File: config.mk
export PLATFORM = sky130hd
export DESIGN_NAME = sdp_wdma_intr
export DESIGN_NICKNAME = d
export VERILOG_FILES = /design/src/hw/sdp_wdma_pkg.sv /design/src/hw/sdp_wdma_intr_queue.sv /design/src/hw/sdp_wdma_done_intr.sv /design/src/hw/sdp_wdma_stall_cnt.sv /design/src/hw/sdp_wdma_intr.sv
export SDC_FILE = /design/constraint.sdc
export NUM_CORES = 1
export LEC_CHECK = 0
export ABC_AREA = 1
export BUFFER_PORTS_ARGS = -buffer_cell sky130_fd_sc_hd__buf_2
export CAP_MARGIN = 20
export CORE_AREA = 2 2 82 84
export DETAILED_ROUTE_END_ITERATION = 8
export DIE_AREA = 0 0 84 86
export HOLD_SLACK_MARGIN = 0.02
export SETUP_SLACK_MARGIN = 0.5
export SKIP_CTS_REPAIR_TIMING = 1
export SYNTH_ARGS = -nofsm -noshare
export SYNTH_HDL_FRONTEND = slang
export SYNTH_SLANG_ARGS = --single-unit
File: constraint.sdc
create_clock -name nvdla_core_clk -period 1.8 [get_ports nvdla_core_clk]
set_input_delay 0.36 -clock nvdla_core_clk [delete_from_list [all_inputs] [get_ports nvdla_core_clk]]
set_output_delay 0.36 -clock nvdla_core_clk [all_outputs]
set_load 0.1 [all_outputs]
File: src/hw/sdp_wdma_pkg.sv
// SDP write-DMA interrupt types
package sdp_wdma_pkg;

  // ========================================================================
  // sizes
  // ========================================================================
  // done-interrupt bits, one per layer pointer value
  localparam int INTR_NUM = 2;

  // perf counter width
  localparam int STALL_CNT_W = 32;

  // pending layer pointers, depth must stay a power of two
  localparam int INTR_QUEUE_DEPTH = 4;
  localparam int INTR_QUEUE_AW = 2;

  // ========================================================================
  // encodings
  // ========================================================================
  // element-wise alu algorithm, matches register field values
  typedef enum logic [1:0] {
    ALU_MAX = 2'd0,
    ALU_MIN = 2'd1,
    ALU_SUM = 2'd2,
    ALU_EQL = 2'd3
  } alu_algo_e;

  // output destination of the sdp
  typedef enum logic {
    DST_MEM = 1'b0,
    DST_PDP = 1'b1
  } out_dst_e;

  // ========================================================================
  // bundles
  // ========================================================================
  // register config, static while a layer runs
  typedef struct packed {
    logic      ew_bypass;
    logic      ew_alu_bypass;
    alu_algo_e ew_alu_algo;
    out_dst_e  output_dst;
    logic      op_en;
    logic      perf_dma_en;
  } sdp_cfg_t;

  // observed dma write port
  typedef struct packed {
    logic req_vld;
    logic req_rdy;
    logic rsp_complete;
  } dma_wr_mon_t;

  // layer pointer, picks the done bit
  typedef logic intr_ptr_t;

  typedef logic [INTR_NUM-1:0] done_intr_t;
  typedef logic [STALL_CNT_W-1:0] stall_cnt_t;

endpackage

File: src/hw/sdp_wdma_intr_queue.sv
// Pending interrupt pointer queue
`timescale 1ns/10ps

module sdp_wdma_intr_queue import sdp_wdma_pkg::*; (
  input  logic      nvdla_core_clk,
  input  logic      nvdla_core_rstn,
  input  logic      push_i,
  input  intr_ptr_t push_ptr_i,
  input  logic      pop_i,
  output intr_ptr_t head_ptr_o
);

  // ========================================================================
  // storage and indices
  // ========================================================================
  // pointer slots
  intr_ptr_t mem_q [INTR_QUEUE_DEPTH];

  logic [INTR_QUEUE_AW-1:0] wr_idx_q;
  logic [INTR_QUEUE_AW-1:0] rd_idx_q;
  // occupancy count with one extra bit to tell full from empty
  logic [INTR_QUEUE_AW:0]   count_q;

  logic full;
  logic empty;

  assign full  = (count_q == (INTR_QUEUE_AW + 1)'(INTR_QUEUE_DEPTH));
  assign empty = (count_q == '0);

  // new entry seen at head one cycle later
  always_ff @(posedge nvdla_core_clk) begin
    if (push_i) begin
      mem_q[wr_idx_q] <= push_ptr_i;
    end
  end

  // indices wrap naturally since depth is 2^aw
  always_ff @(posedge nvdla_core_clk or negedge nvdla_core_rstn) begin
    if (!nvdla_core_rstn) begin
      wr_idx_q <= '0;
      rd_idx_q <= '0;
    end else begin
      if (push_i) begin
        wr_idx_q <= wr_idx_q + INTR_QUEUE_AW'(1);
      end
      if (pop_i) begin
        rd_idx_q <= rd_idx_q + INTR_QUEUE_AW'(1);
      end
    end
  end

  // occupancy tracking
  // push and pop together leave it unchanged
  always_ff @(posedge nvdla_core_clk or negedge nvdla_core_rstn) begin
    if (!nvdla_core_rstn) begin
      count_q <= '0;
    end else begin
      case ({push_i, pop_i})
        2'b10:   count_q <= count_q + 1'b1;
        2'b01:   count_q <= count_q - 1'b1;
        default: count_q <= count_q;
      endcase
    end
  end

  // head read straight from the slot
  assign head_ptr_o = mem_q[rd_idx_q];

  // ========================================================================
  // checks
  // ========================================================================
  // more than four layers in flight would drop a pointer
  a_no_overflow: assert property (
    @(posedge nvdla_core_clk) disable iff (!nvdla_core_rstn)
    push_i && full |-> pop_i
  ) else $error("intr queue push while full");

  // a write completion needs a layer pointer waiting at the head
  a_no_underflow: assert property (
    @(posedge nvdla_core_clk) disable iff (!nvdla_core_rstn)
    pop_i |-> !empty
  ) else $error("intr queue pop while empty");

endmodule

File: src/hw/sdp_wdma_done_intr.sv
// Layer done interrupt tracker
`timescale 1ns/10ps

module sdp_wdma_done_intr import sdp_wdma_pkg::*; (
  input  logic       nvdla_core_clk,
  input  logic       nvdla_core_rstn,
  input  sdp_cfg_t   cfg_i,
  input  logic       intr_req_vld_i,
  input  intr_ptr_t  intr_req_ptr_i,
  input  logic       rsp_complete_i,
  output done_intr_t done_intr_o
);

  // ========================================================================
  // mode decode
  // ========================================================================
  logic mode_eql;
  logic mode_pdp;
  logic quiet;

  // eql compare writes nothing to memory
  assign mode_eql = !cfg_i.ew_bypass && !cfg_i.ew_alu_bypass &&
                    (cfg_i.ew_alu_algo == ALU_EQL);
  // pdp destination, data leaves on the pdp path
  assign mode_pdp = (cfg_i.output_dst == DST_PDP);
  // no dma write means no completion to wait for
  assign quiet    = mode_eql || mode_pdp;

  // ========================================================================
  // pending pointers
  // ========================================================================
  logic      queue_push;
  intr_ptr_t head_ptr;

  // only normal-mode layers wait for a completion
  assign queue_push = intr_req_vld_i && !quiet;

  sdp_wdma_intr_queue u_intr_queue (
    .nvdla_core_clk  (nvdla_core_clk),
    .nvdla_core_rstn (nvdla_core_rstn),
    .push_i          (queue_push),
    .push_ptr_i      (intr_req_ptr_i),
    .pop_i           (rsp_complete_i),
    .head_ptr_o      (head_ptr)
  );

  // ========================================================================
  // interrupt sources
  // ========================================================================
  done_intr_t intr_direct;
  done_intr_t intr_wr;

  // decode each source onto its bit
  always_comb begin
    for (int i = 0; i < INTR_NUM; i++) begin
      intr_direct[i] = quiet && intr_req_vld_i && (intr_req_ptr_i == intr_ptr_t'(i));
      intr_wr[i]     = rsp_complete_i && (head_ptr == intr_ptr_t'(i));
    end
  end

  // one-cycle pulse after the triggering edge
  always_ff @(posedge nvdla_core_clk or negedge nvdla_core_rstn) begin
    if (!nvdla_core_rstn) begin
      done_intr_o <= '0;
    end else begin
      done_intr_o <= intr_direct | intr_wr;
    end
  end

  // direct and completion pulses on one bit in one cycle would merge
  a_no_src_overlap: assert property (
    @(posedge nvdla_core_clk) disable iff (!nvdla_core_rstn)
    (intr_direct & intr_wr) == '0
  ) else $error("direct and write interrupt on the same bit");

endmodule

File: src/hw/sdp_wdma_stall_cnt.sv
// DMA write stall counter
`timescale 1ns/10ps

module sdp_wdma_stall_cnt import sdp_wdma_pkg::*; (
  input  logic        nvdla_core_clk,
  input  logic        nvdla_core_rstn,
  input  logic        op_en_i,
  input  logic        perf_dma_en_i,
  input  dma_wr_mon_t dma_mon_i,
  input  logic        op_load_i,
  output stall_cnt_t  stall_cnt_o
);

  // ========================================================================
  // stall statistic
  // ========================================================================
  logic       cnt_en;
  logic       cnt_inc;
  logic       cnt_clr;
  stall_cnt_t cnt_q;

  // counting gated by both register bits
  assign cnt_en  = op_en_i && perf_dma_en_i;
  // request offered but not taken
  assign cnt_inc = dma_mon_i.req_vld && !dma_mon_i.req_rdy;
  // new layer starts from zero
  assign cnt_clr = op_load_i;

  // clear before increment
  // wraps at 2^32 without saturating
  always_ff @(posedge nvdla_core_clk or negedge nvdla_core_rstn) begin
    if (!nvdla_core_rstn) begin
      cnt_q <= '0;
    end else if (cnt_en) begin
      if (cnt_clr) begin
        cnt_q <= '0;
      end else if (cnt_inc) begin
        cnt_q <= cnt_q + 1'b1;
      end
    end
  end

  assign stall_cnt_o = cnt_q;

endmodule

File: src/hw/sdp_wdma_intr.sv
// SDP write-DMA interrupt and stall top
`timescale 1ns/10ps

module sdp_wdma_intr import sdp_wdma_pkg::*; (
  input  logic        nvdla_core_clk,
  input  logic        nvdla_core_rstn,
  input  sdp_cfg_t    cfg_i,
  input  logic        intr_req_vld_i,
  input  intr_ptr_t   intr_req_ptr_i,
  input  dma_wr_mon_t dma_mon_i,
  input  logic        op_load_i,
  output done_intr_t  done_intr_o,
  output stall_cnt_t  wdma_stall_o
);

  // ========================================================================
  // layer done interrupts
  // ========================================================================
  // completion from the dma write port drives the queue pop
  sdp_wdma_done_intr u_done_intr (
    .nvdla_core_clk  (nvdla_core_clk),
    .nvdla_core_rstn (nvdla_core_rstn),
    .cfg_i           (cfg_i),
    .intr_req_vld_i  (intr_req_vld_i),
    .intr_req_ptr_i  (intr_req_ptr_i),
    .rsp_complete_i  (dma_mon_i.rsp_complete),
    .done_intr_o     (done_intr_o)
  );

  // ========================================================================
  // perf statistic
  // ========================================================================
  // only the enable bits of the config matter here
  sdp_wdma_stall_cnt u_stall_cnt (
    .nvdla_core_clk  (nvdla_core_clk),
    .nvdla_core_rstn (nvdla_core_rstn),
    .op_en_i         (cfg_i.op_en),
    .perf_dma_en_i   (cfg_i.perf_dma_en),
    .dma_mon_i       (dma_mon_i),
    .op_load_i       (op_load_i),
    .stall_cnt_o     (wdma_stall_o)
  );

endmodule

# == After elaboration in Yosys (flattened, before gate mapping) ==
# Memory sizes are Yosys's and may differ from the RTL's.
# Index checks and enable logic that the tools add are counted.
# classes
add_sub_neg,3
n_eq_ne,1
mux,4
bitwise_logic,3
n_reduce_logical,17
# op_table
op,count
32-bit 2-to-1 mux,2
"32-bit by 1-bit adder with 32-bit output, second input constant",1
1-bit logical AND,10
"2-bit by 1-bit adder with 2-bit output, second input constant",2
1-bit zero test,4
"2-bit == test, second input constant",1
1-bit 2-to-1 mux,2
1-bit inverter,2
2-bit bitwise OR,1
2-bit AND reduction,1
2-bit nonzero test,1
1-bit logical OR,1
# word_totals
reg_bits,38
mem_bits_rw,4
in_bits,15
out_inout_bits,34
wordCells,33
memories,1
# mem_list
memory,words,width,rd,rd_ports_with_merged_regs,write_ports,line_no,rtl
u_done_intr.u_intr_queue.mem_q,4,1,1,0,1,sdp_wdma_intr_queue.sv:17,intr_ptr_t mem_q [INTR_QUEUE_DEPTH];

# == Logic depth before layout (Yosys ltp) ==
# Gate-level depths: netlist of the first run.
# logic_depth
word_depth,8
mapped_depth,10

# == Hierarchy ==
# A second synthesis of the first run with hierarchy kept.
# unflattened
cells_unflattened,369
area_unflattened_um2,2553.7
# modules_own_cells
module,instances,cells_each,area_per_inst_um2,seq_area_each_um2
sdp_wdma_stall_cnt,1,310,2040.7,800.8
sdp_wdma_intr_queue,1,41,397.9,220.2
sdp_wdma_done_intr,1,18,115.1,50.0

# == Least setup slack after synthesis of the first run ==
# No wires, ideal clock.
# synth_timing
path_type,reg-to-reg
startpoint,"register u_stall_cnt.cnt_q[1], in the netlist u_stall_cnt.stall_cnt_o[1]"
endpoint,"register u_stall_cnt.cnt_q[26], in the netlist u_stall_cnt.stall_cnt_o[26]"
setup_time_ns,0.121
arrival_time_ns,2.040
path_slack_ns,-0.361
stages_incl_launch_ff,11
path_buffers,0
synth_period_minus_slack_ns,2.161
path_cell_list,dfrtp_1 ha_1 nand2_2 nor2_4 nand2_2 nor2_8 nand2_2 nor2_2 nand2_1 nand2_1 nor2_1
# synth_via
elab_chain_cells,3
# synth_rtl
element,line_no,rtl
"start, declared",sdp_wdma_stall_cnt.sv:20,stall_cnt_t cnt_q;
"start signal, assigned",sdp_wdma_stall_cnt.sv:38,cnt_q <= cnt_q + 1'b1;
32-bit by 1-bit adder with 32-bit output,sdp_wdma_stall_cnt.sv:38,
32-bit 2-to-1 mux,sdp_wdma_stall_cnt.sv:37,end else if (cnt_inc) begin
32-bit 2-to-1 mux,sdp_wdma_stall_cnt.sv:35,if (cnt_clr) begin
# No other way between the ends. The select of a mux whose other input is x is not followed.
# A chain may end at the register's enable or synchronous reset.

# == Worst setup path after layout of the first run ==
# layout_timing
startpoint,"register u_stall_cnt.cnt_q[0], in the netlist u_stall_cnt.stall_cnt_o[0]"
endpoint,"register u_stall_cnt.cnt_q[8], in the netlist u_stall_cnt.stall_cnt_o[8]"
# Same word-level chain as after synthesis.

==> flow_metrics.tcl, run 1 <==
set metrics [dict create \
    cts.sinks 42 \
    dpl.cell_count 467 \
    rows 29 \
    cp.arrival_ns 1.69 \
    fillers 555 \
    numPortBuffers 48 \
    ant_nets 0 \
    cp-endpoint "u_stall_cnt.stall_cnt_o[8]" \
    gr-total-overflow 0 \
    crit_path_end_kind "flip-flop" \
    syn_to_final_growth_pct 51.6 \
    fp.dieW_um 84 \
    cp_max_fo 4 \
    die_height_um 86 \
    clock_latency_ns 0.30 \
    grt_max_degree 29 \
    clock.fmax_mhz 671 \
    drtIter0Drc 139 \
    synth_cell_type_count 26 \
    tns_ns 0 \
    grt_use_total_pct 17.9 \
    synth-simple-area-share_pct 38.4 \
    synth_compound_area_share_pct 6.61 \
    syn_area_per_cell_um2 7.15 \
    p_per_area_nw_per_um2 648 \
    rsz0062_at_grt "true" \
    cts_tree "done" \
    diodes 0 \
    period_minus_slack_ns 1.49 \
    synth-warning-count 0 \
    gp_congestion 0.819 \
    nets 426 \
    core-area_um2 6280 \
    h-tree-depth 2 \
    start_kind "flip-flop" \
    synthCells 342 \
    period_share_pct 82.8 \
    finalHoldViolCount 0 \
    antenna_found_initial 0 \
    min_path_type "input port to flip-flop" \
    via_count 2279 \
    drt_wl_total_um 6320 \
    crit_start "u_stall_cnt.stall_cnt_o[0]" \
    synth_fa_ha_area_share_pct 2.56 \
    cp_data_required_time_ns 2.00 \
    synth_top_family_by_area "simple AND/OR/NAND/NOR gates" \
    path_class "flip-flop to flip-flop" \
    die-area_um2 7220 \
    slew_headroom_pct 70.3 \
    drc_errors 0 \
    wl_per_cell_um 13.1 \
    status "complete, no violations" \
    tightest_slew_ns 0.445 \
    yosysTopAreaCell "dfrtp_1" \
    finClkSkew_ns 0.00722 \
    multi_input_area_um2 1350 \
    synth_top_area_share_pct 38.9 \
    synthMuxAreaShare_pct 0 \
    initial_core_util_pct 38.9 \
    synthXorXnorAreaFrac_pct 1.08 \
    rr_startpoint "u_stall_cnt.stall_cnt_o[0]" \
    io_pins 49 \
    grt_pass1_wl_um 10200 \
    rr_endpoint "u_stall_cnt.stall_cnt_o[8]" \
    vias_per_cell 4.71 \
    reg2reg_depth 8 \
    grt_pass1_vias 2044 \
    max_cap_viol_count 0 \
    yosysSeqAreaShare_pct 43.8 \
    clk_pin_slew_ns 0.09 \
    synth_nets 362 \
    synth_area_um2 2440 \
    drv_slew 0 \
    seqCellArea_um2 1180 \
    root_buffer "clkbuf_8" \
    drtPass1Iterations 4 \
    cts-buffers-inserted 5 \
    setup_violations 0 \
    final_cells 484 \
    leakage_nw 1.68 \
    vdd_drop_max_uv 479 \
    synth-seq-cells 42 \
    rrSetupSlack_ns 0.31 \
    drive_gt1_share_pct 35.9 \
    hpwl_um 4570 \
    synth_area_leaders "dfrtp_1 (39%), nand2_1 (14%), nor2_1 (11%)" \
    clock_path_buffers 2 \
]
==> cell families (layout without fill, tap and decap cells) <==
group,count (synthesis),in the layout
adder cells (fa/ha/maj),5,5
buffers and inverters,48,113
AO/OA/AOI/OAI,29,29
XOR/XNOR,3,3
AND/OR/NAND/NOR,215,215
flip-flops,42,42
==> synth_stat cells <==
cell,count
edfxtp_1,4
dfrtp_1,38
nor3_1,2
inv_2,1
o21ai_0,11
ha_1,5
nand2_2,6
clkbuf_1,1
nor2_1,74
nand3b_1,2
nor2_4,3
buf_2,1
o41ai_1,1
nand2_1,94
nor2_8,1
and2_1,1
inv_1,44
and3_1,1
nand2_4,2
xor2_1,3
inv_4,1
nand4_1,3
a21oi_1,15
nor2_2,6
nand3_1,20
o21bai_2,2
==> cell usage in the layout, fill, tap and decap left out <==
cell / instances
nand2_1: 86
clkbuf_8: 5
o21ai_0: 8
nor2_8: 1
edfxtp_1: 4
bufinv_16: 1
nor2_2: 10
nand2_4: 7
ha_4: 1
buf_2: 14
nor2_1: 62
dfrtp_1: 7
nand4_1: 3
inv_2: 1
o21bai_2: 2
dfrtp_4: 27
ha_1: 4
nand3b_1: 2
nand2_2: 9
buf_8: 2
dlygate4sd3_1: 1
nand3_2: 6
clkbuf_1: 2
buf_4: 11
buf_6: 2
a21oi_1: 15
and2_1: 1
inv_4: 2
o41ai_1: 1
nor3_2: 1
dfrtp_2: 4
and3_1: 1
inv_1: 43
nand3_1: 14
o21ai_1: 3
nor2_4: 11
buf_12: 29
xor2_1: 3
nor3_1: 1
==> stage by stage <==
stage | util [%] | worst slack (ns) | hold WS, ns | power [mW] | area (um^2)
after floorplan | - | 0.195 | 0.0644 | 1.51 | 2620
after global placement | 47.4 | 0.319 | 0.323 | 1.62 | 2980
after detailed placement | 47.4 | 0.267 | 0.335 | 1.63 | 2980
after CTS | 49.1 | 0.218 | 0.00893 | 2.39 | 3080
after global routing | 59.0 | 0.234 | 0.273 | 2.53 | 3700
final | 59.0 | 0.309 | 0.273 | 2.40 | 3700
==> power by group <==
group / internal [mW] / switching, mW
logic: 0.163 / 0.375
clock network: 0.416 / 0.337
registers: 1.04 / 0.0673
total: 1.62 / 0.780
==> layout make-up <==
| cell class | count | area share, % |
|---|---|---|
| Timing Repair Buffer | 59 | 21.5 |
| Clock buffer | 7 | 2.06 |
| Inverter | 46 | 4.80 |
| Tap cell | 77 | 2.60 |
| Clock inverter | 1 | 0.811 |
| Sequential cell | 42 | 31.8 |
| Multi-Input combinational cell | 252 | 36.5 |
==> registers in the layout (all words and copies together) (netlist names) <==
name,cells
u_stall_cnt.stall_cnt_o,32
u_done_intr.u_intr_queue.mem_q,4
u_done_intr.done_intr_o,2
u_done_intr.u_intr_queue.rd_idx_q,2
u_done_intr.u_intr_queue.wr_idx_q,2
==> critical path, stage by stage, from the launching register on <==
cell and delay (ns):
dfrtp_4 0.46, ha_4 0.16, nand2_4 0.05, nor2_4 0.11, nand2_4 0.08, nor2_8 0.17
buf_4 0.15, and3_1 0.16, nor3_2 0.05
==> layer usage <==
| metal | share of wire (%) | vias up | track usage (%) | wire [um] |
|---|---|---|---|---|
| met5 | 0 | - | 0 | 0 |
| met4 | 1.2 | 0 | 5.72 | 74 |
| met3 | 3.5 | 5 | 3.08 | 221 |
| met2 | 49 | 44 | 29.7 | 3090 |
| met1 | 46 | 1045 | 24.1 | 2940 |
| li1 | - | 1185 | - | - |
==> how the worst min path moves through the flow <==
stage	start	endpoint	cells past startpoint	slack, ns
global route	op_load_i	u_stall_cnt.stall_cnt_o[2]	2	0.27
finish	op_load_i	u_stall_cnt.stall_cnt_o[2]	2	0.27
global placement	nvdla_core_rstn	u_done_intr.u_intr_queue.wr_idx_q[0]	1	0.32
CTS	nvdla_core_rstn	u_stall_cnt.stall_cnt_o[17]	1	0.009
detailed placement	nvdla_core_rstn	u_stall_cnt.stall_cnt_o[17]	1	0.33
floorplan	nvdla_core_rstn	u_done_intr.done_intr_o[0]	0	0.06
Power figures use the tool's default switching activity.
==> run 2, diff against run 1 <==
ABC_AREA = 0   (was 1)
CORE_AREA = 2 2 79 81   (was 2 2 82 84)
DIE_AREA = 0 0 81 83   (was 0 0 84 86)
clock period = 1.3 ns   (was 1.8 ns; I/O delays follow)
==> run 2 against run 1 <==
  * The run now ends with negative setup slack left
  * Utilization up 17 points
  * Final area rose by 19%
  * Non-clock buffer count grew 65
  * First-iteration DRC count decreased by 25%
  * Clock skew is 0.0021 ns higher
  * Fmax down 9.1%
  * Die area is 6.9% lower
  * Sequential power grew 48%
  * Combinational power increased to 2.6 times the previous value
==> flow_metrics.tcl, run 2 <==
set metrics [dict create \
    fp.dieW_um 81 \
    drtIter0Drc 104 \
    drc_errors 0 \
    p_per_area_nw_per_um2 873 \
    dpl.cell_count 390 \
    drive_gt1_share_pct 65.6 \
    syn_area_per_cell_um2 10.3 \
    layout_commonest_cell "buf_6" \
    worst-path-buf-inv 1 \
    reg2reg_depth 6 \
    final_util_pct 75.9 \
    rr_startpoint "u_stall_cnt.stall_cnt_o[9]" \
    root_buffer "clkbuf_8" \
    grt_use_total_pct 18.0 \
    syn_to_final_growth_pct 95.4 \
    numPortBuffers 48 \
    tns_ns -7.98 \
    grt_max_degree 39 \
    period_minus_slack_ns 1.64 \
    path_class "flip-flop to flip-flop" \
    use_met2_pct 29.2 \
    die_height_um 83 \
    synth_ff_type "dfrtp_1" \
    rsz0062_at_grt "true" \
    tightest_slew_ns 0.365 \
    nets 362 \
    rows 28 \
    cts_tree "done" \
    clock_path_buffers 2 \
    cp_data_required_time_ns 1.49 \
    top_usage_layer "met2" \
    synthCells 220 \
    synth_area_leaders "dfrtp_1 (42%), xnor2_1 (8.5%), edfxtp_1 (5.3%)" \
    yosysTopAreaCell "dfrtp_1" \
    initial_core_util_pct 38.9 \
    hp-start "intr_req_ptr_i" \
    finalHoldViolCount 0 \
    finClkSkew_ns 0.00930 \
    wl_per_cell_um 15.6 \
    fin_ws_ns -0.341 \
    vdd_drop_max_uv 852 \
    synth_area_um2 2260 \
    crit_slowest_cell "dfrtp_4" \
    synth-warning-count 0 \
    seqCellArea_um2 1200 \
    synth_nets 240 \
    layout_common_cells "buf_6 (40), buf_12 (39), dfrtp_4 (33)" \
    clock_latency_ns 0.29 \
    gp_congestion 0.805 \
    cts.sinks 42 \
    core-area_um2 5820 \
    synthXorXnorAreaFrac_pct 10.5 \
    clk_pin_slew_ns 0.08 \
    clock.fmax_mhz 609 \
    min_path_type "input port to flip-flop" \
    synth-simple-area-share_pct 27.9 \
    cp.arrival_ns 1.83 \
    drt_wl_total_um 6520 \
    cp_top_family "simple AND/OR/NAND/NOR gates" \
    grt_pass1_wl_um 9660 \
    crit_path_end_kind "flip-flop" \
    synthArstFlopShare_pct 90.5 \
    antenna_found_initial 0 \
    post-place-ws_ns -0.310 \
    via_count 2141 \
    die-area_um2 6720 \
    status "finished with violations" \
    largest_register_ffs 32 \
    synth_fa_ha_area_share_pct 2.77 \
    path_cells "nand4_1, or2_1, buf_12, nor4_4, xnor2_1, nor2_1" \
    ant_nets 0 \
    synth-seq-cells 42 \
    leakage_nw 1.97 \
    hold_path_depth 2 \
    diodes 0 \
    rr_endpoint "u_stall_cnt.stall_cnt_o[22]" \
    start_kind "flip-flop" \
    grt_pass1_vias 2103 \
    cp_max_fo 10 \
    multi_input_area_um2 1470 \
    drtPass1Iterations 4 \
    synth_top_area_share_pct 42.1 \
    postPlaceCellArea_um2 3770 \
    grt_util_met3_pct 2.50 \
    period_share_pct 126 \
    use_met1_pct 24.6 \
    yosys-top-cells-count "dfrtp_1 (38), nor2_1 (28), xnor2_1 (22), nand2_1 (16), nand3_1 (11)" \
    max_cap_viol_count 0 \
    synth_cell_type_count 37 \
    violations "negative setup slack" \
    gr-total-overflow 0 \
    vias_per_cell 5.12 \
    slew_headroom_pct 75.6 \
    whs_endpoint "u_done_intr.done_intr_o[0]" \
    synth_compound_area_share_pct 6.70 \
    slowest_delay_ns 0.42 \
    synth_edf_count 4 \
    drv_slew 0 \
    setup_violations 54 \
    final_cells 418 \
    fillers 379 \
    cts-buffers-inserted 5 \
    synth_top_family_by_area "simple AND/OR/NAND/NOR gates" \
    rrSetupSlack_ns -0.34 \
    h-tree-depth 2 \
    final_area_um2 4420 \
    hpwl_um 4110 \
    synthMuxAreaShare_pct 0.997 \
    yosysSeqAreaShare_pct 47.4 \
    synth_most_common_cell "dfrtp_1" \
    io_pins 49 \
]
-- run 2: cell count changes after synthesis, moves of 5 or more --
cell and change:
nor2_1 -46, a21oi_1 -8, xnor2_1 +22, and2_1 +5, nor4_2 +9, nand2_1 -78
inv_1 -37, nand2_2 -6, nand3_1 -9, nor2_2 -5, or3_1 +6, nor3_1 +7
-- run 2: kinds of logic (layout without fill, tap and decap cells) --
kind of cell,Yosys count,count (layout)
AO/OA/AOI/OAI,22,22
AND/OR/NAND/NOR,107,107
flip-flops,42,42
adder cells (fa/ha/maj),5,5
multiplexers,1,1
buffers and inverters,16,139
XOR/XNOR,27,27
-- run 2: how the worst max path moves through the flow --
| stage | depth (start not counted) | end | slack [ns] | startpoint |
|---|---|---|---|---|
| floorplan | 6 | u_stall_cnt.stall_cnt_o[28] | -0.54 | u_stall_cnt.stall_cnt_o[13] |
| global placement | 6 | u_stall_cnt.stall_cnt_o[28] | -0.27 | dma_mon_i[2] |
| detailed placement | 6 | u_stall_cnt.stall_cnt_o[28] | -0.31 | dma_mon_i[2] |
| CTS | 5 | u_stall_cnt.stall_cnt_o[28] | -0.32 | u_stall_cnt.stall_cnt_o[13] |
| global route | 6 | u_stall_cnt.stall_cnt_o[20] | -0.44 | u_stall_cnt.stall_cnt_o[9] |
| finish | 6 | u_stall_cnt.stall_cnt_o[22] | -0.34 | u_stall_cnt.stall_cnt_o[9] |
-- run 2: through the flow --
step                power [mW]  hold WS (ns)
floorplan                 2.18       -0.0356
global placement          2.58         0.245
detailed placement        2.61         0.248
CTS                       3.44       -0.0750
global route              4.04         0.205
finish                    3.85         0.202
-- run 2: layer usage --
layer	part of all wire, %	up-vias
met4	1.7	0
li1	-	1010
met5	0	-
met1	42	1079
met3	2.5	11
met2	54	41
-- run 2: worst register-to-register path, cell delays in order, from the launching register on --
cell and delay (ns):
dfrtp_4 0.42, nand4_1 0.19, or2_1 0.32, buf_12 0.17
nor4_4 0.22, xnor2_1 0.16, nor2_1 0.06
-- run 2: power by group --
part,switching (mW),total (mW),internal [mW],leakage (nW)
clock,0.457,0.836,0.379,0.0452
sequential,0.169,1.64,1.47,0.487
combinational,0.697,1.38,0.680,1.43
total,1.32,3.85,2.53,1.97
-- run 2: area by class of cell --
| type | instances | area share, % |
|---|---|---|
| multi-input combinational | 162 | 33.3 |
| clock inverter | 2 | 0.312 |
| tap | 75 | 2.13 |
| inverter | 7 | 0.708 |
| sequential | 42 | 27.1 |
| clock buffer | 6 | 1.64 |
| timing repair buffer | 124 | 34.8 |
==> run 3, diff against run 2 <==
CORE_AREA = 4 4 81 83   (was 2 2 79 81)
DIE_AREA = 0 0 85 87   (was 0 0 81 83)
==> run 3 against run 2 <==
  * The flow still finishes with violations (negative setup slack)
  * Routed wire length grew 1.3%
  * Utilization shrank 0.28 points
  * Critical path depth shrank 1
  * Critical endpoint is now u_stall_cnt.stall_cnt_o[29]
==> flow_metrics.tcl, run 3 (synthesized netlist as in run 2, its figures left out) <==
set metrics [dict create \
    status "finished with violations" \
    violations "negative setup slack" \
    vdd_drop_max_uv 1010 \
    drive_gt1_share_pct 66.9 \
    ant_nets 0 \
    nets 363 \
    slew_headroom_pct 70.0 \
    total_power_mw 3.84 \
    finClkSkew_ns 0.00773 \
    crit_path_end_kind "flip-flop" \
    drtPass1Iterations 4 \
    cp.arrival_ns 1.87 \
    layout_commonest_cell "buf_12" \
    drv_slew 0 \
    gr-total-overflow 0 \
    rsz0062_at_grt "true" \
    multi_input_area_um2 1480 \
    final_util_pct 75.6 \
    max_cap_viol_count 0 \
    tightest_slew_ns 0.449 \
    cp_max_fo 5 \
    finalHoldViolCount 0 \
    io_pins 49 \
    grt_pass1_vias 2139 \
    start_kind "flip-flop" \
    numPortBuffers 48 \
    grt_use_total_pct 17.0 \
    cts-buffers-inserted 5 \
    final_area_um2 4430 \
    diodes 0 \
    clock_latency_ns 0.30 \
    period_minus_slack_ns 1.65 \
    gp_congestion 0.771 \
    grt_pass1_wl_um 10000 \
    largest_register_ffs 32 \
    vias_per_cell 5.17 \
    core-area_um2 5850 \
    p_per_area_nw_per_um2 867 \
    die_height_um 87 \
    cts.sinks 42 \
    via_count 2167 \
    syn_to_final_growth_pct 95.8 \
    cts_tree "done" \
    leakage_nw 1.98 \
    tns_ns -8.35 \
    drt_wl_total_um 6600 \
    wl_per_cell_um 15.8 \
    antenna_found_initial 0 \
    clk_pin_slew_ns 0.08 \
    setup_violations 56 \
    root_buffer "clkbuf_8" \
    rows 28 \
    h-tree-depth 2 \
    grt_max_degree 39 \
    die-area_um2 7400 \
    fin_ws_ns -0.346 \
    min_path_type "input port to flip-flop" \
    drc_errors 0 \
    fp.dieW_um 85 \
    cp_data_required_time_ns 1.53 \
    clock.fmax_mhz 608 \
    initial_core_util_pct 38.6 \
    postPlaceCellArea_um2 3770 \
    layout_common_cells "buf_12 (39), buf_6 (36), buf_4 (34)" \
    drtIter0Drc 87 \
    path_class "flip-flop to flip-flop" \
    clock_path_buffers 2 \
    hpwl_um 4320 \
    period_share_pct 127 \
    fillers 354 \
    seqCellArea_um2 1200 \
]
## run 3: cell count changes in the layout (fill, tap and decap cells not counted), moves of 4 or more
cell / previous run / this run
a21oi_1: 7 / 2
a21oi_2: 0 / 5
buf_4: 30 / 34
buf_6: 40 / 36
## run 3: per-layer routing
| metal | vias to the layer above | track usage, % | wire (um) |
|---|---|---|---|
| met4 | 0 | 6.76 | 143 |
| met2 | 45 | 28.8 | 3620 |
| met3 | 15 | 3.50 | 223 |
| met5 | - | 0 | 0 |
| met1 | 1091 | 21.2 | 2620 |
| li1 | 1016 | - | - |
## run 3: area by class of cell
type | instances | area share [%]
inverter | 7 | 0.650
timing repair buffer | 125 | 34.9
sequential | 42 | 27.0
clock inverter | 3 | 0.368
clock buffer | 5 | 1.55
tap | 75 | 2.12
multi-input combinational | 162 | 33.3
## run 3: final timing paths
path	start	endpoint	slack, ns	depth (start not counted)
min in group asynchronous	nvdla_core_rstn	u_stall_cnt.stall_cnt_o[5]	0.45	3
worst min register to register	u_done_intr.u_intr_queue.rd_idx_q[1]	u_done_intr.u_intr_queue.rd_idx_q[1]	0.53	1
worst min-delay path	intr_req_ptr_i	u_done_intr.done_intr_o[0]	0.20	2
worst max register to register	u_stall_cnt.stall_cnt_o[9]	u_stall_cnt.stall_cnt_o[29]	-0.35	5
max in group asynchronous	nvdla_core_rstn	u_stall_cnt.stall_cnt_o[27]	0.62	3
worst max-delay path	u_stall_cnt.stall_cnt_o[9]	u_stall_cnt.stall_cnt_o[29]	-0.35	5
## run 3: metrics by stage
| stage | worst slack [ns] | hold WS, ns | std cells |
|---|---|---|---|
| 6_report | -0.346 | 0.199 | 419 |
| 5_1_grt | -0.427 | 0.194 | 419 |
| 4_1_cts | -0.323 | -0.0903 | 398 |
| 3_5_place_dp | -0.306 | 0.247 | 390 |
| 3_3_place_gp | -0.264 | 0.246 | 390 |
| 2_1_floorplan | -0.540 | -0.0356 | 220 |
## run 3: where the power goes
| group | total [mW] | internal, mW | switching, mW |
|---|---|---|---|
| clock network | 0.846 | 0.368 | 0.478 |
| logic | 1.37 | 0.674 | 0.700 |
| registers | 1.62 | 1.47 | 0.150 |
| total | 3.84 | 2.51 | 1.33 |
## run 3: critical path, cell delays in order, from the launching register on
cell     delay, ns
dfrtp_4       0.42
nand4_1       0.18
nor2_2        0.32
nand4_4       0.16
or3_1         0.35
a21oi_2       0.15
